## src/blur_pkg.sv

```systemverilog
package blur_pkg;

    // frame geometry
    localparam int frame_dim = 16;
    localparam int frame_pixels = frame_dim * frame_dim;

    // gaussian normalisation: (sum + 8) >> 4
    localparam int round_const = 8;
    localparam int norm_shift = 4;

    typedef logic [7:0] pixel_t;     // greyscale value
    typedef logic [7:0] pix_addr_t;  // row * frame_dim + col
    typedef logic [3:0] coord_t;     // row or column index

    localparam coord_t coord_last = coord_t'(frame_dim - 1);
    localparam pix_addr_t addr_last = pix_addr_t'(frame_pixels - 1);

    // one row of the 3x3 window, left pixel in the top bits
    typedef struct packed {
        pixel_t l;
        pixel_t c;
        pixel_t r;
    } win_row_t;

    // full window, top-left pixel first
    typedef struct packed {
        win_row_t top;
        win_row_t mid;
        win_row_t bot;
    } window_t;

    // write port request, shared by both frame buffers
    typedef struct packed {
        logic      valid;
        pix_addr_t addr;
        pixel_t    data;
    } write_req_t;

endpackage

```

## src/image_loader.sv

```systemverilog
module image_loader (
    input  logic                 clk_100mhz,
    input  logic                 sys_rst,
    input  logic                 load_en_i,
    input  blur_pkg::pixel_t     in_pixel_i,
    input  logic                 in_valid_i,
    output logic                 in_ready_o,
    output blur_pkg::write_req_t wr_o,
    output logic                 full_o
);

    blur_pkg::pix_addr_t wr_addr;
    logic accept;

    // the controller leaves st_load on the edge that takes the last pixel
    assign in_ready_o = load_en_i;
    assign accept = in_valid_i && in_ready_o;

    assign wr_o.valid = accept;
    assign wr_o.addr = wr_addr;
    assign wr_o.data = in_pixel_i;

    assign full_o = accept && (wr_addr == blur_pkg::addr_last);

    always_ff @(posedge clk_100mhz) begin
        if (sys_rst) begin
            wr_addr <= '0;
        end else begin
            if (accept) begin
                wr_addr <= wr_addr + 8'd1;  // wraps to 0 after the last pixel
            end
        end
    end

    a_no_write_after_full : assert property (
        @(posedge clk_100mhz) disable iff (sys_rst) full_o |=> !wr_o.valid
    ) else $error("source write after the last pixel of the frame");

endmodule

```

## config.mk

```make
export PLATFORM = sky130hd
export DESIGN_NAME = image_loader
export DESIGN_NICKNAME = d
export VERILOG_FILES = /design/src/blur_pkg.sv /design/src/image_loader.sv
export SDC_FILE = /design/constraint.sdc
export NUM_CORES = 1
export LEC_CHECK = 0
export BUFFER_PORTS_ARGS = -buffer_cell sky130_fd_sc_hd__buf_2
export CAP_MARGIN = 20
export CELL_PAD_IN_SITES_DETAIL_PLACEMENT = 0
export CELL_PAD_IN_SITES_GLOBAL_PLACEMENT = 2
export CORE_ASPECT_RATIO = 1.75
export CORE_UTILIZATION = 20
export CTS_CLUSTER_DIAMETER = 30
export DETAILED_ROUTE_END_ITERATION = 6
export PLACE_DENSITY_LB_ADDON = 0.1
export SETUP_SLACK_MARGIN = 0.05
export SLEW_MARGIN = 20
export SYNTH_ARGS = -nofsm -noshare
export SYNTH_HDL_FRONTEND = slang
export SYNTH_SLANG_ARGS = --single-unit
```

## constraint.sdc

```tcl
create_clock -name clk_100mhz -period 1.5 [get_ports clk_100mhz]
set_input_delay 0.45 -clock clk_100mhz [delete_from_list [all_inputs] [get_ports clk_100mhz]]
set_output_delay 0.45 -clock clk_100mhz [all_outputs]
set_load 0.05 [all_outputs]
```

==> metrics <==
die area=0.00249 sq mm; ys flop type=dfxtp_1; largest family of logic cells by synthesized area=simple AND/OR/NAND/NOR gates; simple-gate share of the synthesized area=23.0%; global-route wire length before repair=1990 um; synth warn=0; sw frac=27.5%; Hold Crit Endpoint=wr_addr[7]; Final Cell Area=676 sq um; Cell Int Power=345 uW; vias in the first global route=444; Synth Area in XOR/XNOR=3.83%; Initial Util=21.6%; worst-path fanout max=2; Post-synth top cells=10 x buf_4, 8 x dfxtp_1, 5 x a21oi_1; final period utilization=114%; Die Ht=65.3 um; Clock transition at path regs=0.06 ns; top-count cell post-synth=buf_4; total track usage=11.5%; Max IR drop VDD=375 uV; worst hold stages=2; vias per inst=4.46; RSZ-0062 raised after global routing=yes; worst hold margin=0.486 ns; clock tree from TritonCTS=done; Flop pwr share=45.9%; final setup fails=1; Fin. Hold Viols=0; EDFF count, synth=0; CP Class=reg -> out; slowest cell on the critical path=dfxtp_4; cell breakdown of the critical path=ha_4 -> nand3_4 -> nor4_4 -> buf_6; Slew @ Worst Pin=0.250 ns; Comb power frac=15.2%; post-DP HPWL=947 um; Max clock buf depth=2; Slew HR=83.5%; power per cell area=704 mW/mm^2; Worst setup SP type=flop; Final nets=88; Iter 0 DRT Violations=8; Gate Count Post-Synth=54; fin worst setup slack=-0.205 ns; Crit path required time=1.05 ns; syn_area_per_cell=8.48 sq um; Setup crit end kind=output pin; share of post-route cells with drive strength above 1=60.8%; total CTS buffers=3; status=finished with violations; worst r2r src=wr_addr[0]; Largest register FFs=8; reg2reg path depth=4; drt pass-1 iters=3; CP peak stage delay=0.36 ns; max-slew violation count=0; Critical Path AT=1.26 ns; Synth Area in Compound Gates=11.7%; Hold Path Class=reg -> reg; Post-synth ARST share=0%; worst skew pair latency=0.26 ns; Synth top area share=35.0%; Post-Syn Nets=67; die width=38.2 um; Synth area leader=dfxtp_1; Worst R2R Setup Slack=0.20 ns; Post-Synth Adder-Cell Area=2.73%; cell area after synthesis=458 sq um; top cells by area, synth=dfxtp_1 35%, buf_4 16%, a21oi_1 5.5%; Hold Buf Count CTS=0; final antenna-violating net count=0; via count=437; largest net degree at the start of global routing=8; sequential-to-total area share from yosys stat=35.0%; fmax=586 MHz; DRC=0; violated checks=negative setup slack; worst flop-to-flop path endpoint=wr_addr[3]; static leakage=0.300 nW; Biggest register=wr_addr; total power=476 uW; fin crit period=1.71 ns; GRT overflow=0; ANT cells=0; largest registers=wr_addr: 8 flops; Rows=22; core footprint=0.00212 sq mm; WL final=1140 um; H-tree levels=1; synthesis-to-finish area growth=47.5%; I/O pin cnt=31; IO buf count=14; WL/cell=11.6 um; max-cap check violation count=0; initial antenna violation count=0; min-delay src=wr_addr[7]; Yosys reg bits=8; part of the power in the clock network=38.9%; Sink Count=8; post-synth cell types=22; Final GP Congestion=0.619; clk root buf=clkbuf_4; mux contribution to synthesized area=2.46%; Placement Cell Area=617 sq um; net load switching power=131 uW; clock skew=0.000754 ns
[cell usage in the layout, fill, tap and decap left out, drive strengths merged]
master and n:
buf 24, dfxtp 8, clkbuf 7, a21oi 5, nor2 4, inv 3
nand4 3, nand2 3, o31ai 2, or4 2, nand3 2, nor4 1
o21ai 1, or3 1, xnor2 1, xor2 1, nor2b 1, and4 1
mux2 1, nand2b 1, a31o 1, ha 1
[worst max path at each step]
stage	startpoint	end	cells past startpoint
finish	wr_addr[0]	full_o	4
global route	wr_addr[0]	full_o	4
CTS	wr_addr[0]	full_o	4
global placement	in_valid_i	full_o	4
detailed placement	in_valid_i	full_o	4
floorplan	wr_addr[1]	full_o	3
[area by class of cell]
class	count	area, sq um
fill	219	1440
multi-input combinational	32	243
inverter	3	11.3
clock buffer	4	26.3
sequential	8	175
timing repair buffer	27	190
tap	24	30.0
[power groups by stage]
stage,registers (mW),clock network (mW),logic (mW)
2_1_floorplan,0.237,0,0.0873
3_3_place_gp,0.223,0,0.0702
3_5_place_dp,0.223,0,0.0689
4_1_cts,0.218,0.199,0.0726
5_1_grt,0.218,0.218,0.0793
6_report,0.218,0.185,0.0725
[worst max-delay path: cells and delay by family, from the launching register on]
kind                       cells  cell delay [ns]
and+or+nand+nor                2             0.30
DFF                            1             0.36
buffers and inverters          1             0.19
adders and majority gates      1             0.15
[per-stage QoR]
| stage | util (%) | setup TNS, ns | cells | worst slack (ns) |
|---|---|---|---|---|
| global route | 31.9 | -0.257 | 98 | -0.257 |
| finish | 31.9 | -0.205 | 98 | -0.205 |
| detailed placement | 29.1 | -0.273 | 93 | -0.173 |
| CTS | 31.4 | -0.231 | 98 | -0.231 |
| floorplan | - | -0.304 | 54 | -0.304 |
| global placement | 29.1 | -0.241 | 93 | -0.157 |
[routing by layer]
layer  up-vias  part of all wire [%]  track usage [%]
met1       199                    39             12.6
li1        223                     -                -
met2        11                    55             18.9
met4         0                   1.9             8.04
met5         -                     0                0
met3         4                   4.6             2.03
[cell families (layout without fill, tap and decap cells)]
group / Yosys count / count (layout)
xor gates and xnor gates: 2 / 2
and+or+nand+nor: 19 / 19
buffers and inverters: 14 / 34
AOI/OAI and AO/OA: 9 / 9
DFF: 8 / 8
adders and majority gates: 1 / 1
muxes: 1 / 1
[repair_timing]
| action | CTS | global route |
|---|---|---|
| hold endpoints to repair | 0 | 0 |
| pin swaps | 2 | 0 |
| setup endpoints to repair | 2 | 5 |
| resized for setup | 5 | 4 |
| setup buffers | 1 | 0 |
Note: power is estimated with default switching activity, not from simulation.
