[src/blur_pkg.sv]
package blur_pkg;

    // frame geometry
    localparam int frame_dim = 16;
    localparam int frame_pixels = frame_dim * frame_dim;

    // gaussian normalisation: (sum + 8) >> 4
    localparam int round_const = 8;
    localparam int norm_shift = 4;

    typedef logic [7:0] pixel_t;     // greyscale value
    typedef logic [7:0] pix_addr_t;  // row * frame_dim + col
    typedef logic [3:0] coord_t;     // row or column index

    localparam coord_t coord_last = coord_t'(frame_dim - 1);
    localparam pix_addr_t addr_last = pix_addr_t'(frame_pixels - 1);

    // one row of the 3x3 window, left pixel in the top bits
    typedef struct packed {
        pixel_t l;
        pixel_t c;
        pixel_t r;
    } win_row_t;

    // full window, top-left pixel first
    typedef struct packed {
        win_row_t top;
        win_row_t mid;
        win_row_t bot;
    } window_t;

    // write port request, shared by both frame buffers
    typedef struct packed {
        logic      valid;
        pix_addr_t addr;
        pixel_t    data;
    } write_req_t;

endpackage

[src/gaussian_3x3.sv]
module gaussian_3x3 (
    input  logic              clk_100mhz,
    input  logic              sys_rst,
    input  blur_pkg::window_t win_i,
    input  logic              valid_i,
    output blur_pkg::pixel_t  pix_o,
    output logic              valid_o
);

    logic [9:0] sum_top;   // l + 2c + r
    logic [10:0] sum_mid;  // twice the centre row
    logic [9:0] sum_bot;
    logic [11:0] total;
    logic valid_s1;

    // 1 2 1 weighting of one row
    function automatic logic [9:0] row_sum(input blur_pkg::win_row_t row);
        logic [9:0] acc;
        acc = 10'(row.l) + {1'b0, row.c, 1'b0} + 10'(row.r);
        return acc;
    endfunction

    // stage one: weighted row sums
    always_ff @(posedge clk_100mhz) begin
        sum_top <= row_sum(win_i.top);
        sum_mid <= {row_sum(win_i.mid), 1'b0};
        sum_bot <= row_sum(win_i.bot);
    end

    // max 4080 + 8, fits in 12 bits
    assign total = 12'(sum_top) + 12'(sum_mid) + 12'(sum_bot)
                   + 12'(blur_pkg::round_const);

    // stage two: round and normalise by 16
    always_ff @(posedge clk_100mhz) begin
        pix_o <= blur_pkg::pixel_t'(total >> blur_pkg::norm_shift);
    end

    always_ff @(posedge clk_100mhz) begin
        if (sys_rst) begin
            valid_s1 <= 1'b0;
            valid_o <= 1'b0;
        end else begin
            valid_s1 <= valid_i;
            valid_o <= valid_s1;
        end
    end

endmodule

[config.mk]
export PLATFORM = sky130hd
export DESIGN_NAME = gaussian_3x3
export DESIGN_NICKNAME = d
export VERILOG_FILES = /design/src/blur_pkg.sv /design/src/gaussian_3x3.sv
export SDC_FILE = /design/constraint.sdc
export NUM_CORES = 1
export LEC_CHECK = 0
export BUFFER_PORTS_ARGS = -buffer_cell sky130_fd_sc_hd__clkbuf_2
export CORE_MARGIN = 2
export CORE_UTILIZATION = 52
export DETAILED_ROUTE_END_ITERATION = 8
export GPL_ROUTABILITY_DRIVEN = 0
export GPL_TIMING_DRIVEN = 0
export MAX_ROUTING_LAYER = met4
export PLACE_DENSITY = 0.77
export SLEW_MARGIN = 20
export SYNTH_ARGS = -nofsm -noshare
export SYNTH_HDL_FRONTEND = slang
export SYNTH_SLANG_ARGS = --single-unit
[constraint.sdc]
create_clock -name clk_100mhz -period 3.4 [get_ports clk_100mhz]
set_input_delay 0.34 -clock clk_100mhz [delete_from_list [all_inputs] [get_ports clk_100mhz]]
set_output_delay 0.34 -clock clk_100mhz [all_outputs]
set_load 0.1 [all_outputs]
==> flow_summary_export.csv <==
group,metric,value,unit
floorplan,rows,26,
sta,hold_viol,0,
clock_tree,htreeDepth,2,
sta,setup_viol,0,
clock_tree,numClockSinks,40,
yosys,syn-cell-area,0.00286,sq mm
clock_tree,cts_buffer_depth,2,
detailed_routing,vias,2080,
power_and_ir_drop,clkPwrFrac,8.1,%
setup_path,startpoint_type,"flip-flop",
setup_path,path_max_fanout,4,
global_routing,grt_pass1_wl,8.69,mm
yosys,synth_edf_count,0,
run_status,outcome,"finished, final reports clean",
cells_and_area,layout_common_cells,"clkbuf_2 (83), ha_1 (44), inv_1 (41), dfxtp_1 (40), fa_1 (33)",
floorplan,initial_core_util,54.9,%
floorplan,pin_count,84,
worst_hold_path,hp-class,"input pin to flip-flop",
clock_tree,cts.reportedPaths.clkPinSlew,0.07,ns
global_routing,grt_pass1_vias,2156,
yosys,syn_inst,268,
floorplan,die-area,0.00611,sq mm
cells_and_area,final_common_cell,"clkbuf_2",
clock_tree,numCtsBuffers,5,
yosys,synth-main-ff-cell,"dfxtp_1",
sta,setup_tns,0,ns
clock_tree,cts-hold-fix-buffers,0,
sta,period_minus_slack,2.58,ns
yosys,async_flop_share,0,%
sta,rsz0062_at_grt,"no",
global_routing,grt_max_degree,12,
setup_path,crit_path_start,"sum_top[4]$_DFF_P_",
cells_and_area,nets,510,
yosys,ys_warn_count,0,
global_routing,antenna_found_initial,0,
sta,fin_skew,0.00585,ns
setup_path,r2r-start,"sum_top[4]$_DFF_P_",
job,cap_violations,0,
placement,port_buffers,83,
clock_tree,clk_latency,0.29,ns
detailed_routing,routedWlPerCell,11.4,um
setup_path,r2r_cells,10,
placement,dp_hpwl,4.25,mm
sta,max_freq,0.388,GHz
power_and_ir_drop,cellInternalPower,1.84,mW
cells_and_area,n_antenna_cell,0,
global_routing,overflow,0,
yosys,synth_nets,420,
detailed_routing,initialDrtViolationCount,34,
detailed_routing,firstDrtPassIters,4,
power_and_ir_drop,switchingPower,1.70,mW
global_routing,track_usage,18.6,%
setup_path,worstSetupPathType,"flip-flop to flip-flop",
placement,dpl_cell_area,0.00336,sq mm
yosys,syn_area_per_cell,10.7,sq um
cells_and_area,area_delta_synth_final,20.3,%
detailed_routing,vias_per_cell,4.86,
power_and_ir_drop,p_per_area,1030,mW/mm^2
sta,slew_viol_final,0,
detailed_routing,route.antenna.remaining_nets,0,
clock_tree,cts_resized,0,
detailed_routing,remaining_drc_errors,0,
setup_path,cp-endpoint,"pix_o[6]$_DFF_P_",
clock_tree,cts_setup_buffers,0,
detailed_routing,finalWirelength,4.87,mm
cells_and_area,drive_gt1_share,26.5,%
yosys,ys_ff_latch,40,
sta,worst_pin_slew,0.550,ns
setup_path,reg2reg_slack,0.82,ns
power_and_ir_drop,power_frac_seq,21.0,%
power_and_ir_drop,pwr-share-comb,70.9,%
setup_path,critical_path_arrival,2.75,ns
floorplan,fp.dieW,78.2,um
floorplan,dieHeight,78.2,um
power_and_ir_drop,cellLeakagePower,1.77,nW
sta,slew_headroom,63.5,%
floorplan,core-area,0.00520,sq mm
sta,post-route-period-util,75.8,%
clock_tree,cts_tree,"built",
clock_tree,clock-root-buffer,"clkbuf_8",
yosys,synth.distinct_cells,28,
power_and_ir_drop,peakVddDrop,1.03,mV
setup_path,end_kind,"flip-flop",
yosys,synth_seq_area_share,28.0,%
cells_and_area,final_cell_area,0.00344,sq mm
power_and_ir_drop,swShare,48.0,%
setup_path,required,3.57,ns
setup_path,r2r_end,"pix_o[6]$_DFF_P_",
-- power groups by stage --
stage	Clock [mW]	Combinational, mW	Sequential [mW]
after floorplan	0	1.71	1.10
after global placement	0	2.42	0.752
after detailed placement	0	2.50	0.754
after CTS	0.298	2.54	0.744
after global routing	0.323	2.85	0.761
final	0.287	2.51	0.742
-- cell usage after synthesis, types with 4 or more instances --
| cell type | count | share of area, % |
|---|---|---|
| o21ai_1 | 4 | 0.70 |
| inv_1 | 41 | 5.4 |
| fa_1 | 33 | 23 |
| nor2b_1 | 5 | 1.1 |
| nand2_1 | 6 | 0.79 |
| xnor2_1 | 16 | 4.9 |
| a21oi_1 | 9 | 1.6 |
| ha_1 | 44 | 19 |
| o21a_1 | 4 | 1.1 |
| o21ai_0 | 6 | 1.1 |
| dfxtp_1 | 40 | 28 |
| nor2_1 | 27 | 3.5 |
-- critical path, cell delays in order (launching register included) --
cell and delay (ns):
dfxtp_1 0.32, inv_1 0.05, fa_1 0.53, inv_1 0.04
ha_1 0.28, ha_1 0.36, a21oi_2 0.19, o22ai_2 0.14
a41oi_4 0.31, o21bai_2 0.10, xor2_1 0.14
-- final cells by class --
class,instances,area (sq um)
multi-input combinational,187,1900
fill,441,1770
sequential,40,801
timing repair buffer,83,415
inverter,41,154
tap,70,87.6
clock buffer,6,72.6
clock inverter,1,5.00
-- per-stage QoR --
step	utilization [%]	total power, mW	hold slack, ns	cells	setup slack [ns]
2_1_floorplan	-	2.81	0.412	268	1.01
3_3_place_gp	64.6	3.17	0.425	421	0.909
4_1_cts	66.1	3.58	0.214	428	0.803
5_1_grt	66.1	3.94	0.209	428	0.701
6_report	66.1	3.54	0.223	428	0.824
3_5_place_dp	64.6	3.25	0.431	421	0.845
-- cell families after synthesis --
| kind of cell | count (synthesis) | synth area share [%] |
|---|---|---|
| fa+ha+maj | 77 | 42.4 |
| compound gates | 47 | 11.7 |
| simple gates | 44 | 6.70 |
| buf+inv | 41 | 5.38 |
| flops | 40 | 28.0 |
| xor+xnor | 19 | 5.82 |
-- worst min path at each step --
stage                     slack, ns           startpoint            endpoint  depth (start not counted)
after floorplan                0.41              sys_rst  valid_o$_SDFF_PP0_                          1
after global placement         0.43  valid_s1$_SDFF_PP0_  valid_o$_SDFF_PP0_                          1
after detailed placement       0.43  valid_s1$_SDFF_PP0_  valid_o$_SDFF_PP0_                          1
after CTS                      0.21              sys_rst  valid_o$_SDFF_PP0_                          2
after global routing           0.21              sys_rst  valid_o$_SDFF_PP0_                          2
final                          0.22              sys_rst  valid_o$_SDFF_PP0_                          2
-- flip-flops by register name, indices dropped and copies added (netlist names) --
register,count
sum_mid,10
valid_o,1
pix_o,8
sum_top,10
valid_s1,1
sum_bot,10
-- per-layer routing --
layer | global-route usage (%) | vias up | wire length [um]
met3 | 5.17 | 8 | 171
li1 | - | 1062 | -
met2 | 33.8 | 41 | 2700
met1 | 19.6 | 969 | 1930
met4 | 5.79 | 0 | 70
met5 | - | - | 0
Note: power is estimated with default switching activity, not from simulation.
