## src/blur_pkg.sv

```systemverilog
package blur_pkg;

    // frame geometry
    localparam int frame_dim = 16;
    localparam int frame_pixels = frame_dim * frame_dim;

    // gaussian normalisation: (sum + 8) >> 4
    localparam int round_const = 8;
    localparam int norm_shift = 4;

    typedef logic [7:0] pixel_t;     // greyscale value
    typedef logic [7:0] pix_addr_t;  // row * frame_dim + col
    typedef logic [3:0] coord_t;     // row or column index

    localparam coord_t coord_last = coord_t'(frame_dim - 1);
    localparam pix_addr_t addr_last = pix_addr_t'(frame_pixels - 1);

    // one row of the 3x3 window, left pixel in the top bits
    typedef struct packed {
        pixel_t l;
        pixel_t c;
        pixel_t r;
    } win_row_t;

    // full window, top-left pixel first
    typedef struct packed {
        win_row_t top;
        win_row_t mid;
        win_row_t bot;
    } window_t;

    // write port request, shared by both frame buffers
    typedef struct packed {
        logic      valid;
        pix_addr_t addr;
        pixel_t    data;
    } write_req_t;

endpackage

```

## src/result_streamer.sv

```systemverilog
module result_streamer (
    input  logic                clk_100mhz,
    input  logic                sys_rst,
    input  logic                start_i,
    output blur_pkg::pix_addr_t rd_addr_o,
    input  blur_pkg::pixel_t    rd_data_i,
    output blur_pkg::pixel_t    out_pixel_o,
    output logic                out_valid_o,
    input  logic                out_ready_i,
    output logic                last_o
);

    blur_pkg::pix_addr_t cnt;  // index of the pixel on rd_data_i
    logic avail;               // rd_data_i holds pixel cnt
    logic out_last;
    logic load;

    // take the ram output when the output register frees up
    assign load = avail && (!out_valid_o || out_ready_i);

    // address is held while stalled so rd_data_i keeps its pixel
    assign rd_addr_o = load ? cnt + 8'd1 : cnt;

    assign last_o = out_valid_o && out_ready_i && out_last;

    always_ff @(posedge clk_100mhz) begin
        if (sys_rst) begin
            cnt <= '0;
            avail <= 1'b0;
            out_valid_o <= 1'b0;
            out_last <= 1'b0;
        end else begin
            if (start_i) begin
                cnt <= '0;
                avail <= 1'b1;
            end else if (load) begin
                cnt <= cnt + 8'd1;
                if (cnt == blur_pkg::addr_last) avail <= 1'b0;
            end
            if (load) begin
                out_valid_o <= 1'b1;
                out_last <= (cnt == blur_pkg::addr_last);
            end else if (out_ready_i) begin
                out_valid_o <= 1'b0;
            end
        end
    end

    always_ff @(posedge clk_100mhz) begin
        if (load) out_pixel_o <= rd_data_i;
    end

    a_start_when_idle : assert property (
        @(posedge clk_100mhz) disable iff (sys_rst)
        start_i |-> !avail && !out_valid_o
    ) else $error("read start while a frame is still streaming");

endmodule

```

## config.mk

```make
export PLATFORM = sky130hd
export DESIGN_NAME = result_streamer
export DESIGN_NICKNAME = d
export VERILOG_FILES = /design/src/blur_pkg.sv /design/src/result_streamer.sv
export SDC_FILE = /design/constraint.sdc
export NUM_CORES = 1
export LEC_CHECK = 0
export BUFFER_PORTS_ARGS = -buffer_cell sky130_fd_sc_hd__buf_2
export CAP_MARGIN = 20
export CORE_MARGIN = 5
export CORE_UTILIZATION = 51
export DETAILED_ROUTE_END_ITERATION = 8
export PLACE_DENSITY = 0.84
export SLEW_MARGIN = 20
export SYNTH_ARGS = -nofsm -noshare
export SYNTH_HDL_FRONTEND = slang
export SYNTH_SLANG_ARGS = --single-unit
```

## constraint.sdc

```tcl
create_clock -name clk_100mhz -period 2.4 [get_ports clk_100mhz]
set_input_delay 0.48 -clock clk_100mhz [delete_from_list [all_inputs] [get_ports clk_100mhz]]
set_output_delay 0.48 -clock clk_100mhz [all_outputs]
set_load 0.01 [all_outputs]
```

==> results.sh <==
export IMPL_syn_mean_instance_area_um2=11.02
export IMPL_wl_um=1714
export IMPL_die_area_mm2=0.002607
export IMPL_die_x_um=51.06
export IMPL_ys_types=30
export IMPL_vias_per_cell=5.784
export IMPL_fin_skew_ns=0.001407
export IMPL_vias=723
export IMPL_internal_power_uw=435.5
export IMPL_synth_nets=91
export IMPL_initial_core_util=0.5514
export IMPL_slew_limit_headroom=0.6033
export IMPL_postCtsSetupRepairBufs=0
export IMPL_cp_end_kind="output pin"
export IMPL_worstSetupStartpointType="register"
export IMPL_clkLatencyLatePin_ns=0.29
export IMPL_dpl_hpwl_um=1316
export IMPL_p_switching_uw=128.5
export IMPL_crit_required_ns=1.92
export IMPL_cp_arrival_ns=1.82
export IMPL_hold_buffers=0
export IMPL_pwr_share_seq=0.628
export IMPL_core_mm2=0.001559
export IMPL_yosys_top_cells_area="edfxtp_1 28%, dfxtp_1 26%, nand2_1 3.9%"
export IMPL_gp_congestion=0.8012
export IMPL_worstMarginPinSlew_ns=0.5929
export IMPL_ys_ff_latch=19
export IMPL_cts_tree="built"
export IMPL_clock_path_buffers=2
export IMPL_drive_above_1_share=0.3670
export IMPL_synth_compound_area_frac=0.1048
export IMPL_htreeDepth=1
export IMPL_gr_total_overflow=0
export IMPL_yosys_area_top_type="edfxtp_1"
export IMPL_finalMaxSlewViolations=0
export IMPL_sw_frac_of_total=0.2279
export IMPL_route_detailed_drc=0
export IMPL_min_period_ns=2.303
export IMPL_cts_sinks=19
export IMPL_die_h_um=51.06
export IMPL_period_share=0.9597
export IMPL_cts_resized_gates=0
export IMPL_ys_seq_area_frac=0.5357
export IMPL_p_leak_uw=0.0004590
export IMPL_num_fill_cells=128
export IMPL_syn2layout_area_growth_pct=20.38
export IMPL_yosysWarnings=0
export IMPL_finish_net_count=123
export IMPL_worstHoldPathType="in -> reg"
export IMPL_grt_max_degree=15
export IMPL_io_buffers=29
export IMPL_row_count=14
export IMPL_fmax_mhz=434.2
export IMPL_synth_top_family_by_area="simple AND/OR/NAND/NOR gates"
export IMPL_firstDrtPassIters=4
export IMPL_grt_pass1_wl_um=2628
export IMPL_grt_pass1_vias=641
export IMPL_status="complete, no violations"
export IMPL_ir_worst_vdd_mv=0.3424
export IMPL_pwr_share_comb=0.095
export IMPL_track_usage=0.1361
export IMPL_final_hold_violation_count=0
export IMPL_route_antenna_remaining_nets=0
export IMPL_netlist_area_um2=859.6
export IMPL_numCtsBuffers=3
export IMPL_path_class="reg -> out"
export IMPL_max_cap_viol_count=0
export IMPL_synth_simple_gate_area_frac=0.2518
export IMPL_pwr_share_clk=0.277
export IMPL_fin_setup_tns_ns=0
export IMPL_path_clk_slew_ns=0.10
export IMPL_path_max_fanout=4
export IMPL_cts_root_buf="clkbuf_4"
export IMPL_synth_top_cell_area_share=0.2795
export IMPL_syn_inst=78
export IMPL_setup_viol=0
export IMPL_ios=30
export IMPL_powerDensity_mw_per_mm2=545.1
export IMPL_antenna_cells=0
export IMPL_first_iter_violations=11
export IMPL_rsz0062_at_grt="no"
export IMPL_synth_xor_area_frac=0.03057
export IMPL_drt_wirelength_per_cell_um=13.71
export IMPL_antenna_found_initial=0
export IMPL_synthAdderAreaFrac=0.01456
export IMPL_muxShareOfSynthArea=0.03493
export IMPL_finalPower_uw=564.0
power by group through the flow:
stage	registers [µW]	logic, µW	clock network, µW
floorplan	366	25.4	0
global route	355	58.9	183
CTS	354	54.1	161
finish	354	53.6	156
detailed placement	361	54.0	0
global placement	361	52.1	0
per-stage QoR:
stage	area, µm²	util	setup slack [ns]	cells	hold slack [ns]
floorplan	859.6	-	0.6116	78	0.4428
global placement	1008	0.6469	0.4344	121	0.4678
detailed placement	1008	0.6469	0.4015	121	0.4790
CTS	1035	0.6637	0.1155	125	0.3506
global route	1035	0.6637	0.03310	125	0.3327
finish	1035	0.6637	0.09675	125	0.3572
cell type report:
type                            instances  area, µm²  area share
Clock buffer                            4      26.28     0.02539
Inverter                                2      7.507    0.007255
Multi-Input combinational cell         55      375.4      0.3628
Sequential cell                        19      460.4      0.4450
Tap cell                               16      20.02     0.01935
Timing Repair Buffer                   29      145.1      0.1403
cell families (layout without fill, tap and decap cells):
group	after synthesis	in the layout
fa+ha+maj	1	1
simple gates	33	33
buf+inv	4	35
mux	3	3
xor+xnor	3	3
compound gates	15	15
flops	19	19
registers in the layout, indices dropped and copies added, names as in the netlist:
register / cells
out_valid_o: 1
out_last: 1
cnt: 8
avail: 1
out_pixel_o: 8
final timing paths:
path	from	endpoint	slack [ns]	depth (start not counted)
min	rd_data_i[6]	out_pixel_o[6]	0.36	1
min reg2reg	out_last	out_last	0.50	2
max	cnt[0]	rd_addr_o[6]	0.1	5
max reg2reg	cnt[0]	cnt[6]	0.95	4
synth_stat cells:
cell,count
and3_1,2
xnor2_1,1
or2_2,2
inv_1,1
nand2_1,9
o21ba_2,1
buf_6,1
xor2_1,2
inv_2,1
nand3_1,3
or4_4,1
o21a_1,1
a21oi_1,6
or4_1,2
o31ai_1,2
nand2b_1,1
or3_1,4
a31oi_1,2
nand4_1,2
buf_2,1
dfxtp_1,11
nor4_4,1
and4_1,2
nor2_1,2
mux2i_1,3
o21ai_0,3
nor2b_4,1
edfxtp_1,8
nor4_2,1
ha_1,1
worst max-delay path: stages (launching register included):
cell,delay (ns)
dfxtp_1,0.39
ha_1,0.22
nand3_1,0.13
or4_4,0.46
xnor2_1,0.16
buf_2,0.16
cell usage in the layout (no fill, tap or decap), drive strengths merged:
| master | n |
|---|---|
| o21ai | 3 |
| clkbuf | 4 |
| or3 | 4 |
| nand2b | 1 |
| or4 | 3 |
| and3 | 2 |
| a31oi | 2 |
| ha | 1 |
| buf | 29 |
| nor2b | 1 |
| or2 | 2 |
| a21oi | 6 |
| nor2 | 2 |
| xor2 | 2 |
| nor4 | 2 |
| edfxtp | 8 |
| xnor2 | 1 |
| nand3 | 3 |
| o21ba | 1 |
| nand2 | 9 |
| dfxtp | 11 |
| nand4 | 2 |
| o31ai | 2 |
| and4 | 2 |
| inv | 2 |
| mux2i | 3 |
| o21a | 1 |
layer usage:
| metal | up-vias | share of wire | global-route usage |
|---|---|---|---|
| met4 | 0 | 0.019 | 0.09417 |
| met1 | 337 | 0.42 | 0.1455 |
| met3 | 5 | 0.093 | 0.03779 |
| li1 | 352 | - | - |
| met2 | 29 | 0.47 | 0.2318 |
| met5 | - | 0 | 0 |
Note: power is estimated with default switching activity, not from simulation.
