## src/blur_pkg.sv

```systemverilog
package blur_pkg;

    // frame geometry
    localparam int frame_dim = 16;
    localparam int frame_pixels = frame_dim * frame_dim;

    // gaussian normalisation: (sum + 8) >> 4
    localparam int round_const = 8;
    localparam int norm_shift = 4;

    typedef logic [7:0] pixel_t;     // greyscale value
    typedef logic [7:0] pix_addr_t;  // row * frame_dim + col
    typedef logic [3:0] coord_t;     // row or column index

    localparam coord_t coord_last = coord_t'(frame_dim - 1);
    localparam pix_addr_t addr_last = pix_addr_t'(frame_pixels - 1);

    // one row of the 3x3 window, left pixel in the top bits
    typedef struct packed {
        pixel_t l;
        pixel_t c;
        pixel_t r;
    } win_row_t;

    // full window, top-left pixel first
    typedef struct packed {
        win_row_t top;
        win_row_t mid;
        win_row_t bot;
    } window_t;

    // write port request, shared by both frame buffers
    typedef struct packed {
        logic      valid;
        pix_addr_t addr;
        pixel_t    data;
    } write_req_t;

endpackage

```

## src/pixel_ram.sv

```systemverilog
module pixel_ram (
    input  logic                 clk_100mhz,
    input  blur_pkg::write_req_t wr_i,
    input  blur_pkg::pix_addr_t  rd_addr_i,
    output blur_pkg::pixel_t     rd_data_o
);

    blur_pkg::pixel_t mem [blur_pkg::frame_pixels];

    always_ff @(posedge clk_100mhz) begin
        if (wr_i.valid) begin
            mem[wr_i.addr] <= wr_i.data;
        end
    end

    // registered read, old data wins on a same-address write
    always_ff @(posedge clk_100mhz) begin
        rd_data_o <= mem[rd_addr_i];
    end

endmodule

```

## config.mk

```make
export PLATFORM = sky130hd
export DESIGN_NAME = pixel_ram
export DESIGN_NICKNAME = d
export VERILOG_FILES = /design/src/blur_pkg.sv /design/src/pixel_ram.sv
export SDC_FILE = /design/constraint.sdc
export NUM_CORES = 2
export LEC_CHECK = 0
export ABC_AREA = 1
export BUFFER_PORTS_ARGS = -buffer_cell sky130_fd_sc_hd__buf_2
export CAP_MARGIN = 10
export CORE_MARGIN = 4
export CORE_UTILIZATION = 45
export CTS_CLUSTER_SIZE = 10
export DETAILED_ROUTE_END_ITERATION = 16
export SYNTH_ARGS = -nofsm -noshare
export SYNTH_HDL_FRONTEND = slang
export SYNTH_SLANG_ARGS = --single-unit
export TNS_END_PERCENT = 50
```

## constraint.sdc

```tcl
create_clock -name clk_100mhz -period 2.1 [get_ports clk_100mhz]
set_clock_uncertainty 0.1 [all_clocks]
set_input_delay 0.42 -clock clk_100mhz [delete_from_list [all_inputs] [get_ports clk_100mhz]]
set_output_delay 0.42 -clock clk_100mhz [all_outputs]
set_load 0.01 [all_outputs]
```

==> impl_table.tex <==
\begin{tabular}{lr}
\hline
Metric & Value \\
\hline
\multicolumn{2}{l}{\textbf{Logic synthesis}} \\
\quad Cell type contributing the most total cell area after synthesis & edfxtp\_1 \\
\quad Leading cell types by count after synthesis & nand2\_1, edfxtp\_1, nand3\_1, nor2\_1, buf\_2 \\
\quad Ranking of synthesized cells by area & edfxtp\_1, nand3\_1, nand2\_1 \\
\quad Total nets after synthesis & 7029 \\
\quad Number of instances in the synthesized netlist & 7003 \\
\quad Leading register cell type out of synthesis & edfxtp\_1 \\
\quad Top cell type's share of synthesized area & 0.737 \\
\quad Number of unique standard cell types used by synthesis & 14 \\
\quad Post-synthesis async set-or-reset flop share & 0 \\
\quad Area of the mapped netlist & 0.0834 mm2 \\
\quad EDFF count, synth & 2048 \\
\quad Yosys warns & 0 \\
\quad Number of synthesized register bits & 2056 \\
\quad Part of the Yosys area used for sequential elements & 0.739 \\
\quad Top-count cell post-synth & nand2\_1 \\
\quad Synth Area per Inst & 11.9 um2 \\
\multicolumn{2}{l}{\textbf{Clocking}} \\
\quad Number of post-CTS setup repair buffers & 0 \\
\quad CTS Root Cell & clkbuf\_16 \\
\quad Clock input transition at the sequential cells of the worst setup and hold paths & $\sim$0.06 ns \\
\quad Clock latency of the later-clocked register in the worst-skew pair & $\sim$0.85 ns \\
\quad Buffers from clock root to sink, at most & 3 \\
\quad TritonCTS Buffers & $\sim$230 \\
\quad H-Tree Level Count & 4 \\
\quad TritonCTS Sinks & 2056 \\
\quad CTS tree & done \\
\multicolumn{2}{l}{\textbf{Placed design}} \\
\quad PortBufs & 33 \\
\quad Final RePlAce weighted congestion & 0.922 \\
\quad Half-perimeter wire length of the detailed placement result & 154000 um \\
\multicolumn{2}{l}{\textbf{Setup path}} \\
\quad CP required & around 2.8 ns \\
\quad Cells along the critical path & buf\_8 > inv\_16 > buf\_12 > buf\_4 > buf\_4 > nand2\_1 > nand3\_1 > nand3\_1 > nand3\_1 > nand3\_1 > nand3\_1 > nand3\_1 > nand2\_1 > nand2\_1 > nand2\_1 \\
\quad Buffering stage count on the worst path with inverters included & 5 \\
\quad Standard cell with the maximum stage delay on the critical path & nand3\_1 \\
\quad Data arrival, critical path & 2.75 ns \\
\quad Largest incremental delay on the critical path & between 0.3 and 0.4 ns \\
\quad Most frequent cell on the critical path & nand3\_1 \\
\quad Top fanout value on the critical path & 23 \\
\quad Cell family contributing the most delay on the critical path & simple AND/OR/NAND/NOR gates \\
\quad Startpoint type of the worst setup path & input port \\
\quad Crit Path Category & input port to register \\
\quad Capturing element type of the critical path & register \\
\multicolumn{2}{l}{\textbf{Worst hold path}} \\
\quad Hold crit path type & input port to register \\
\multicolumn{2}{l}{\textbf{Timing}} \\
\quad Setup repair after global routing missed its margin & false \\
\quad Max Clock Freq & 483 MHz \\
\quad Final critical delay including setup and external delays & 2.07 ns \\
\quad Actual transition at the worst max-transition pin & 0.603 ns \\
\quad Final Max Tran Viols & 0 \\
\quad Hold WS & between 0.2 and 0.25 ns \\
\quad Final setup violating endpoints & 0 \\
\quad Final Cycle Share & 0.987 \\
\quad Final hold violations & 0 \\
\quad Headroom to the max-slew limit & 0.598 \\
\quad Post-route setup TNS & 0 ns \\
\multicolumn{2}{l}{\textbf{GRT}} \\
\quad Met3 Use GR & 0.0381 \\
\quad Maximum number of pins on one net before global-route repair & around 100 \\
\quad Met1 global-route usage & 0.354 \\
\quad GRT Residual Overflow & 0 \\
\quad Via count of the first global-routing pass & 55100 \\
\quad Wire length of the first global-routing pass & 361000 um \\
\quad Total routing resource utilization after global routing & 0.251 \\
\quad Initial antenna violation count & 12 \\
\quad Global routing met2 resource utilization & 0.392 \\
\quad Busiest layer in global routing & met2 \\
\multicolumn{2}{l}{\textbf{Power}} \\
\quad Worst IR Drop VDD & 0.000869 V \\
\quad Pleak & 0.0356 uW \\
\quad P per Cell Area & 877 mW/mm2 \\
\multicolumn{2}{l}{\textbf{Run}} \\
\quad Number of maximum-capacitance violations & 0 \\
\multicolumn{2}{l}{\textbf{Run status}} \\
\quad Status & complete, no violations \\
\multicolumn{2}{l}{\textbf{Floorplanning}} \\
\quad Number of rows in the core area & 157 \\
\quad Standard cell core area & 0.184 mm2 \\
\quad Die extent in x & between 400 and 500 um \\
\quad Number of I/O pins & 34 \\
\quad DIE AREA & 0.192 mm2 \\
\quad Starting density of the core & 0.454 \\
\quad Floorplan die height & 438 um \\
\multicolumn{2}{l}{\textbf{Finish}} \\
\quad Total number of nets in the final design & 7613 \\
\quad Area growth, synth to finish & 18.4\% \\
\quad Share of cells above drive strength 1 & 0.143 \\
\multicolumn{2}{l}{\textbf{Route}} \\
\quad Residual antenna-violating net count after detailed routing & 0 \\
\quad DRC & 0 \\
\quad Overall via count from detail\_route & 57400 \\
\quad Routed WL per cell & approximately 24 um \\
\quad Routed Wire Length & 243000 um \\
\quad Via-per-instance ratio & 5.66 \\
\quad Iteration count of the initial detailed-routing pass & 6 \\
\quad First DRT Iteration DRCs & 6991 \\
\hline
\end{tabular}
metrics by stage:
| step | std cells | instance area, um2 | power, uW | util | setup WS (ns) |
|---|---|---|---|---|---|
| after global placement | 9812 | 92300 | 52100 | 0.502 | -0.768 |
| final | 10100 | 98700 | 86600 | 0.538 | 0.0277 |
| after CTS | 10100 | 98700 | 87100 | 0.537 | 0.0535 |
| after detailed placement | 9812 | 92300 | 52200 | 0.502 | -0.752 |
| after global routing | 10100 | 98700 | 89400 | 0.538 | 0.00941 |
| after floorplan | 7003 | 83400 | 48900 | - | 0.0885 |
worst register-to-register path, delay by kind of cell, from the launching register on:
kind	cells	cell delay, ns
DFF	1	0.37
and+or+nand+nor	10	1.49
worst paths after layout:
kind / startpoint / endpoint / slack (ns) / cells after the start
hold reg to reg: mem[19][3] / rd_data_o[3] / 0.91 / 10
hold / removal: rd_addr_i[6] / rd_data_o[3] / 0.22 / 5
setup reg to reg: mem[227][7] / rd_data_o[7] / 0.03 / 10
setup / recovery: rd_addr_i[0] / rd_data_o[7] / 0.03 / 15
cell families after synthesis:
kind of cell,synth area share
simple gates,0.229
buf+inv,0.0312
flops,0.739
placed cells by master (no fill, tap or decap):
cell and count:
clkinv_16 2, inv_4 1, buf_16 1, clkbuf_1 60, clkbuf_16 230, inv_1 34
nand2_1 2117, inv_8 2, edfxtp_1 2048, buf_8 11, inv_16 5, dfxtp_2 4
nand3_1 2018, buf_4 638, clkinv_1 8, clkinv_8 2, buf_2 21, buf_12 157
bufinv_16 1, inv_6 5, clkbuf_8 3, diode_2 4, inv_2 1, dlygate4sd3_1 9
clkinv_2 3, nand3_2 1, dfxtp_1 4, nand2_2 6, nor2_1 283
what timing repair did:
action | CTS | global route
hold buffers | 9 | 0
gates resized for setup | 4 | 3
endpoints found under the setup margin | 4 | 3
endpoints found under the hold margin | 186 | 0
sequential cells by signal, indices dropped and copies added (netlist names):
name	count
mem	2048
rd_data_o	8
layer usage:
layer / wire length (um) / part of all wire
met2: 112000 / 0.46
met4: 10200 / 0.042
met3: 20700 / 0.085
met1: 99900 / 0.41
met5: 0 / 0
power breakdown:
group | internal [uW] | switching [uW] | total, uW | leakage [uW]
logic | 1950 | 4160 | 6110 | 0.0141
registers | 45200 | 63.6 | 45300 | 0.0185
clock network | 19900 | 15300 | 35200 | 0.00306
total | 67100 | 19500 | 86600 | 0.0356
final cells by class:
cell class,count,area [um2]
Fill cell,15200,84900
Sequential cell,2056,61700
Multi-Input combinational cell,4425,19200
Timing Repair Buffer,837,8320
Clock buffer,293,6020
Tap cell,2464,3080
Clock inverter,25,292
Inverter,39,180
Antenna cell,4,10.0
Note: power is estimated with default switching activity, not from simulation.
