===== config.mk =====
export PLATFORM = sky130hd
export DESIGN_NAME = blur_controller
export DESIGN_NICKNAME = d
export VERILOG_FILES = /design/src/blur_pkg.sv /design/src/ctrl_pkg.sv /design/src/blur_controller.sv
export SDC_FILE = /design/constraint.sdc
export NUM_CORES = 1
export LEC_CHECK = 0
export ABC_AREA = 1
export ABC_CLOCK_PERIOD_IN_PS = 2400
export BUFFER_PORTS_ARGS = -buffer_cell sky130_fd_sc_hd__clkbuf_2
export CAP_MARGIN = 20
export CORE_MARGIN = 5
export CORE_UTILIZATION = 40
export CTS_CLUSTER_SIZE = 40
export DETAILED_ROUTE_END_ITERATION = 6
export GPL_ROUTABILITY_DRIVEN = 0
export HOLD_SLACK_MARGIN = 0.05
export PLACE_DENSITY = 0.7
export SLEW_MARGIN = 20
export SYNTH_ARGS = -nofsm -noshare
export SYNTH_HDL_FRONTEND = slang
export SYNTH_SLANG_ARGS = --single-unit
export TNS_END_PERCENT = 5

===== constraint.sdc =====
create_clock -name clk_100mhz -period 2.4 [get_ports clk_100mhz]
set_input_delay 0.24 -clock clk_100mhz [delete_from_list [all_inputs] [get_ports clk_100mhz]]
set_output_delay 0.24 -clock clk_100mhz [all_outputs]
set_load 0.03 [all_outputs]

===== src/blur_pkg.sv =====
package blur_pkg;

    // frame geometry
    localparam int frame_dim = 16;
    localparam int frame_pixels = frame_dim * frame_dim;

    // gaussian normalisation: (sum + 8) >> 4
    localparam int round_const = 8;
    localparam int norm_shift = 4;

    typedef logic [7:0] pixel_t;     // greyscale value
    typedef logic [7:0] pix_addr_t;  // row * frame_dim + col
    typedef logic [3:0] coord_t;     // row or column index

    localparam coord_t coord_last = coord_t'(frame_dim - 1);
    localparam pix_addr_t addr_last = pix_addr_t'(frame_pixels - 1);

    // one row of the 3x3 window, left pixel in the top bits
    typedef struct packed {
        pixel_t l;
        pixel_t c;
        pixel_t r;
    } win_row_t;

    // full window, top-left pixel first
    typedef struct packed {
        win_row_t top;
        win_row_t mid;
        win_row_t bot;
    } window_t;

    // write port request, shared by both frame buffers
    typedef struct packed {
        logic      valid;
        pix_addr_t addr;
        pixel_t    data;
    } write_req_t;

endpackage


===== src/ctrl_pkg.sv =====
package ctrl_pkg;

    typedef enum logic [2:0] {
        st_load,   // filling the source buffer
        st_blur,   // issuing taps for every centre
        st_drain,  // waiting for the filter pipe to empty
        st_read    // streaming the result buffer out
    } ctrl_state_e;

    // kernel tap, raster order inside the window
    typedef logic [3:0] tap_t;

    localparam tap_t tap_last = tap_t'(8);

    // tap 8 issue to result write
    localparam int drain_cycles = 5;

    typedef struct packed {
        logic loading;
        logic blurring;
        logic reading;
    } status_t;

endpackage


===== src/blur_controller.sv =====
module blur_controller (
    input  logic                 clk_100mhz,
    input  logic                 sys_rst,
    input  logic                 full_i,
    input  logic                 last_i,
    output logic                 load_en_o,
    output logic                 issue_o,
    output blur_pkg::coord_t     row_o,
    output blur_pkg::coord_t     col_o,
    output ctrl_pkg::tap_t       tap_o,
    input  logic                 filt_valid_i,
    input  blur_pkg::pixel_t     filt_pix_i,
    output blur_pkg::write_req_t res_wr_o,
    output logic                 read_start_o,
    output ctrl_pkg::status_t    status_o,
    output logic                 frame_done_o
);

    ctrl_pkg::ctrl_state_e state;
    logic [2:0] drain_cnt;
    blur_pkg::pix_addr_t addr_pipe [4];  // centre address, lined up with the filter
    logic last_centre;
    logic drain_end;

    assign load_en_o = (state == ctrl_pkg::st_load);
    assign issue_o = (state == ctrl_pkg::st_blur);
    assign status_o.loading = (state == ctrl_pkg::st_load);
    assign status_o.blurring = (state == ctrl_pkg::st_blur) || (state == ctrl_pkg::st_drain);
    assign status_o.reading = (state == ctrl_pkg::st_read);

    assign last_centre = (tap_o == ctrl_pkg::tap_last) && (row_o == blur_pkg::coord_last)
                         && (col_o == blur_pkg::coord_last);
    assign drain_end = (drain_cnt == 3'(ctrl_pkg::drain_cycles - 1));

    always_ff @(posedge clk_100mhz) begin
        if (sys_rst) begin
            state <= ctrl_pkg::st_load;
            tap_o <= '0;
            row_o <= '0;
            col_o <= '0;
            drain_cnt <= '0;
            read_start_o <= 1'b0;
            frame_done_o <= 1'b0;
        end else begin
            read_start_o <= 1'b0;
            frame_done_o <= 1'b0;
            case (state)
                ctrl_pkg::st_load: if (full_i) state <= ctrl_pkg::st_blur;
                ctrl_pkg::st_blur: begin
                    // one tap per cycle, centres walk in raster order
                    if (tap_o == ctrl_pkg::tap_last) begin
                        tap_o <= '0;
                        col_o <= col_o + 4'd1;
                        if (col_o == blur_pkg::coord_last) row_o <= row_o + 4'd1;
                    end else begin
                        tap_o <= tap_o + 4'd1;
                    end
                    if (last_centre) state <= ctrl_pkg::st_drain;
                end
                ctrl_pkg::st_drain: begin
                    drain_cnt <= drain_cnt + 3'd1;
                    if (drain_end) begin
                        drain_cnt <= '0;
                        read_start_o <= 1'b1;  // first cycle of st_read
                        state <= ctrl_pkg::st_read;
                    end
                end
                ctrl_pkg::st_read: begin
                    if (last_i) begin
                        frame_done_o <= 1'b1;
                        state <= ctrl_pkg::st_load;
                    end
                end
                default: state <= ctrl_pkg::st_load;
            endcase
        end
    end

    always_ff @(posedge clk_100mhz) begin
        addr_pipe[0] <= blur_pkg::pix_addr_t'(row_o * blur_pkg::frame_dim + col_o);
        for (int i = 1; i < 4; i++) begin
            addr_pipe[i] <= addr_pipe[i - 1];
        end
        res_wr_o.addr <= addr_pipe[3];
        res_wr_o.data <= filt_pix_i;
    end

    always_ff @(posedge clk_100mhz) begin
        if (sys_rst) res_wr_o.valid <= 1'b0;
        else res_wr_o.valid <= filt_valid_i;
    end

    a_write_in_blur : assert property (
        @(posedge clk_100mhz) disable iff (sys_rst)
        res_wr_o.valid |-> state inside {ctrl_pkg::st_blur, ctrl_pkg::st_drain}
    ) else $error("result write outside blur/drain");

endmodule


==> flow_summary.yaml <==
run_status:
  status: "completed"
global_route:
  use_met3_pct: 6.17
  grt_max_degree: 13
  use_met2_pct: 17.7
  antenna_found_initial: 0
  met1_usage_pct: 10.3
  grt_pass1_vias: 1232
  grt_overflow_total: 0
  grt_pass1_wl_um: 5040
  grt_busiest_layer: "met2"
  track_usage_pct: 10.5
setup_path:
  cp-end-kind: "output pin"
  crit_path_start_kind: "flip-flop"
  path_cells: "inv_1, ha_1, clkbuf_2"
  path_buf_inv: 2
  critical_path.max_stage_delay_ns: 0.41
  regToRegEndpoint: "state[0]$_SDFFE_PP0P_"
  critical_path_class: "reg2out"
  reg2reg_depth: 8
  worstPathArrival_ns: 1.48
  r2r_slack_ns: 0.92
  slowest_stage: "ha_1"
  cp_top_family: "adder cells"
  r2r-start: "state[0]$_SDFFE_PP0P_"
  cp_max_fo: 11
  crit_required_ns: 2.16
synth:
  netlist_instances: 174
  synth.avg_cell_area_um2: 11.3
  ys_ff_latch: 68
  synth_top_family_by_area: "simple AND/OR/NAND/NOR gates"
  synth_cell_types: 24
  synth-simple-area-share_pct: 12.0
  ys.flop_type: "dfxtp_1"
  ys_seq_area_share_pct: 69.3
  muxShareOfSynthArea_pct: 0
  netlist_area_um2: 1960
  synth.top_cell.area_share_pct: 69.3
  ys_warn_count: 0
  synthXorXnorAreaFrac_pct: 2.68
  yosys-top-cells-area: "dfxtp_1, ha_1, nor2_1"
  syn_nets: 198
  synthAdderAreaFrac_pct: 7.01
  synth-edff-count: 0
  synth-compound-area-share_pct: 4.84
  async_flop_share_pct: 0
  synth_top_cell_by_area: "dfxtp_1"
floorplanning:
  pin_count: 49
  fp.dieH_um: 80.1
  row_count: 25
  start_util_pct: 41.3
  coreArea_um2: 4750
  die-width_um: 80.1
  die_area_um2: 6410
sta:
  rsz0062_at_grt: "false"
  max_freq_mhz: 580
  slew_violations: 0
  fin_ws_ns: 0.675
  tightest_slew_ns: 0.421
  finClkSkew_ns: 0.00675
  layout_min_cycle_time_ns: 1.72
  final_hold_viol_count: 0
  fin_crit_sh_pct: 71.9
  final.setup.tns_ns: 0
  slew_headroom_pct: 72.0
  whs_ns: 0.105
  setup_viol: 0
placement:
  dpl.cell_count: 286
  place_ws_ns: 0.936
  hpwl_um: 2080
  dpl_cell_area_um2: 2270
  port_buffers: 48
detailed_routing:
  viasPerCell: 4.19
  route.detailed.drc: 0
  wl_per_cell_um: 9.86
  drt_wl_total_um: 3060
  vias: 1298
  drt_first_iter_violations: 25
  postRouteAntennaNets: 0
  firstDrtPassIters: 4
min_path:
  min_to: "res_wr_o[16]$_SDFF_PP0_"
  hold_start: "filt_valid_i"
  holdPathStages: 3
  hold_class: "in2reg"
pwr:
  vdd_drop_max_mv: 0.591
  leakage_nw: 1.16
  total_power_mw: 2.62
  power_density_nw_per_um2: 1020
cts:
  cts_hold_buf: 8
  post_cts_buffers: 0
  root_buffer: "clkbuf_8"
  htreeDepth: 3
  numCtsBuffers: 9
  clkLatencyLatePin_ns: 0.32
  cts_tree: "yes"
  path_clk_slew_ns: 0.07
  cts_sinks: 68
  ctsResizeCount: 0
  clockBufferDepth: 2
layout:
  antenna_cells: 0
  fill_cells: 429
  stdcell_area_um2: 2570
  final_cells: 310
  drive_above_1_share_pct: 28.8
  syn_to_final_growth_pct: 30.8
  fin_nets: 262
  post-route-util_pct: 54.0
job:
  maxCapViolCount: 0
## report_power, final
part	switching, mW	internal (mW)	total (mW)
Combinational	0.290	0.140	0.431
Clock	0.394	0.585	0.979
Sequential	0.0423	1.17	1.22
Total	0.727	1.90	2.62
## state kept, by name, summed over array words and instances (netlist names)
register and count:
read_start_o 1, tap_o 4, state 2, addr_pipe 32, col_o 4, res_wr_o 17, frame_done_o 1, drain_cnt 3
row_o 4
## per-layer routing
layer / vias up / part of all wire (%)
li1: 672 / -
met1: 579 / 43
met2: 45 / 47
met3: 2 / 8.4
met4: 0 / 0.88
met5: - / 0
## synthesized netlist by cell type (2+ instances only)
library cell / n
a21oi_1: 7
dfxtp_1: 68
ha_1: 11
inv_1: 17
nand2_1: 15
nand2_2: 2
nand3_1: 7
nor2_1: 19
nor2_2: 2
nor3_1: 4
o21ai_0: 5
xor2_1: 5
## tightest hold or removal path: cells and delay by family
family / cells / cell delay [ns]
buf+inv: 2 / 0.12
simple gates: 1 / 0.03
## placed cells by master, fill, tap and decap left out, types with 4 or more instances in the layout
master / n
xor2_1: 5
a21oi_1: 7
dlygate4sd3_1: 8
nor2_1: 19
clkbuf_8: 9
o21ai_0: 5
inv_1: 17
nor3_1: 4
nand2_1: 15
ha_1: 11
dfxtp_1: 68
clkbuf_2: 48
nand3_1: 7
## worst max path at each step
| stage | start | endpoint | cells after the start |
|---|---|---|---|
| finish | state[1]$_SDFFE_PP0P_ | issue_o | 3 |
| global placement | state[0]$_SDFFE_PP0P_ | state[0]$_SDFFE_PP0P_ | 8 |
| floorplan | state[1]$_SDFFE_PP0P_ | tap_o[3]$_SDFFE_PP0P_ | 8 |
| detailed placement | state[0]$_SDFFE_PP0P_ | state[0]$_SDFFE_PP0P_ | 8 |
| CTS | state[1]$_SDFFE_PP0P_ | issue_o | 3 |
| global route | state[1]$_SDFFE_PP0P_ | issue_o | 3 |
## logic make-up after synthesis
logic type               count (synthesis)
buffers and inverters                   20
adder cells (fa/ha/maj)                 11
AO/OA/AOI/OAI                           17
XOR/XNOR                                 6
AND/OR/NAND/NOR                         52
flip-flops                              68
## area by class of cell
class                      instances  area, um^2  share of cell area (%)
sequential                        68        1360                    53.0
inverter                          17        63.8                    2.49
tap                               67        83.8                    3.27
clock buffer                      10         128                    4.97
clock inverter                     6        88.8                    3.46
multi-input combinational         86         522                    20.3
timing repair buffer              56         320                    12.5
Power figures use the tool's default switching activity.
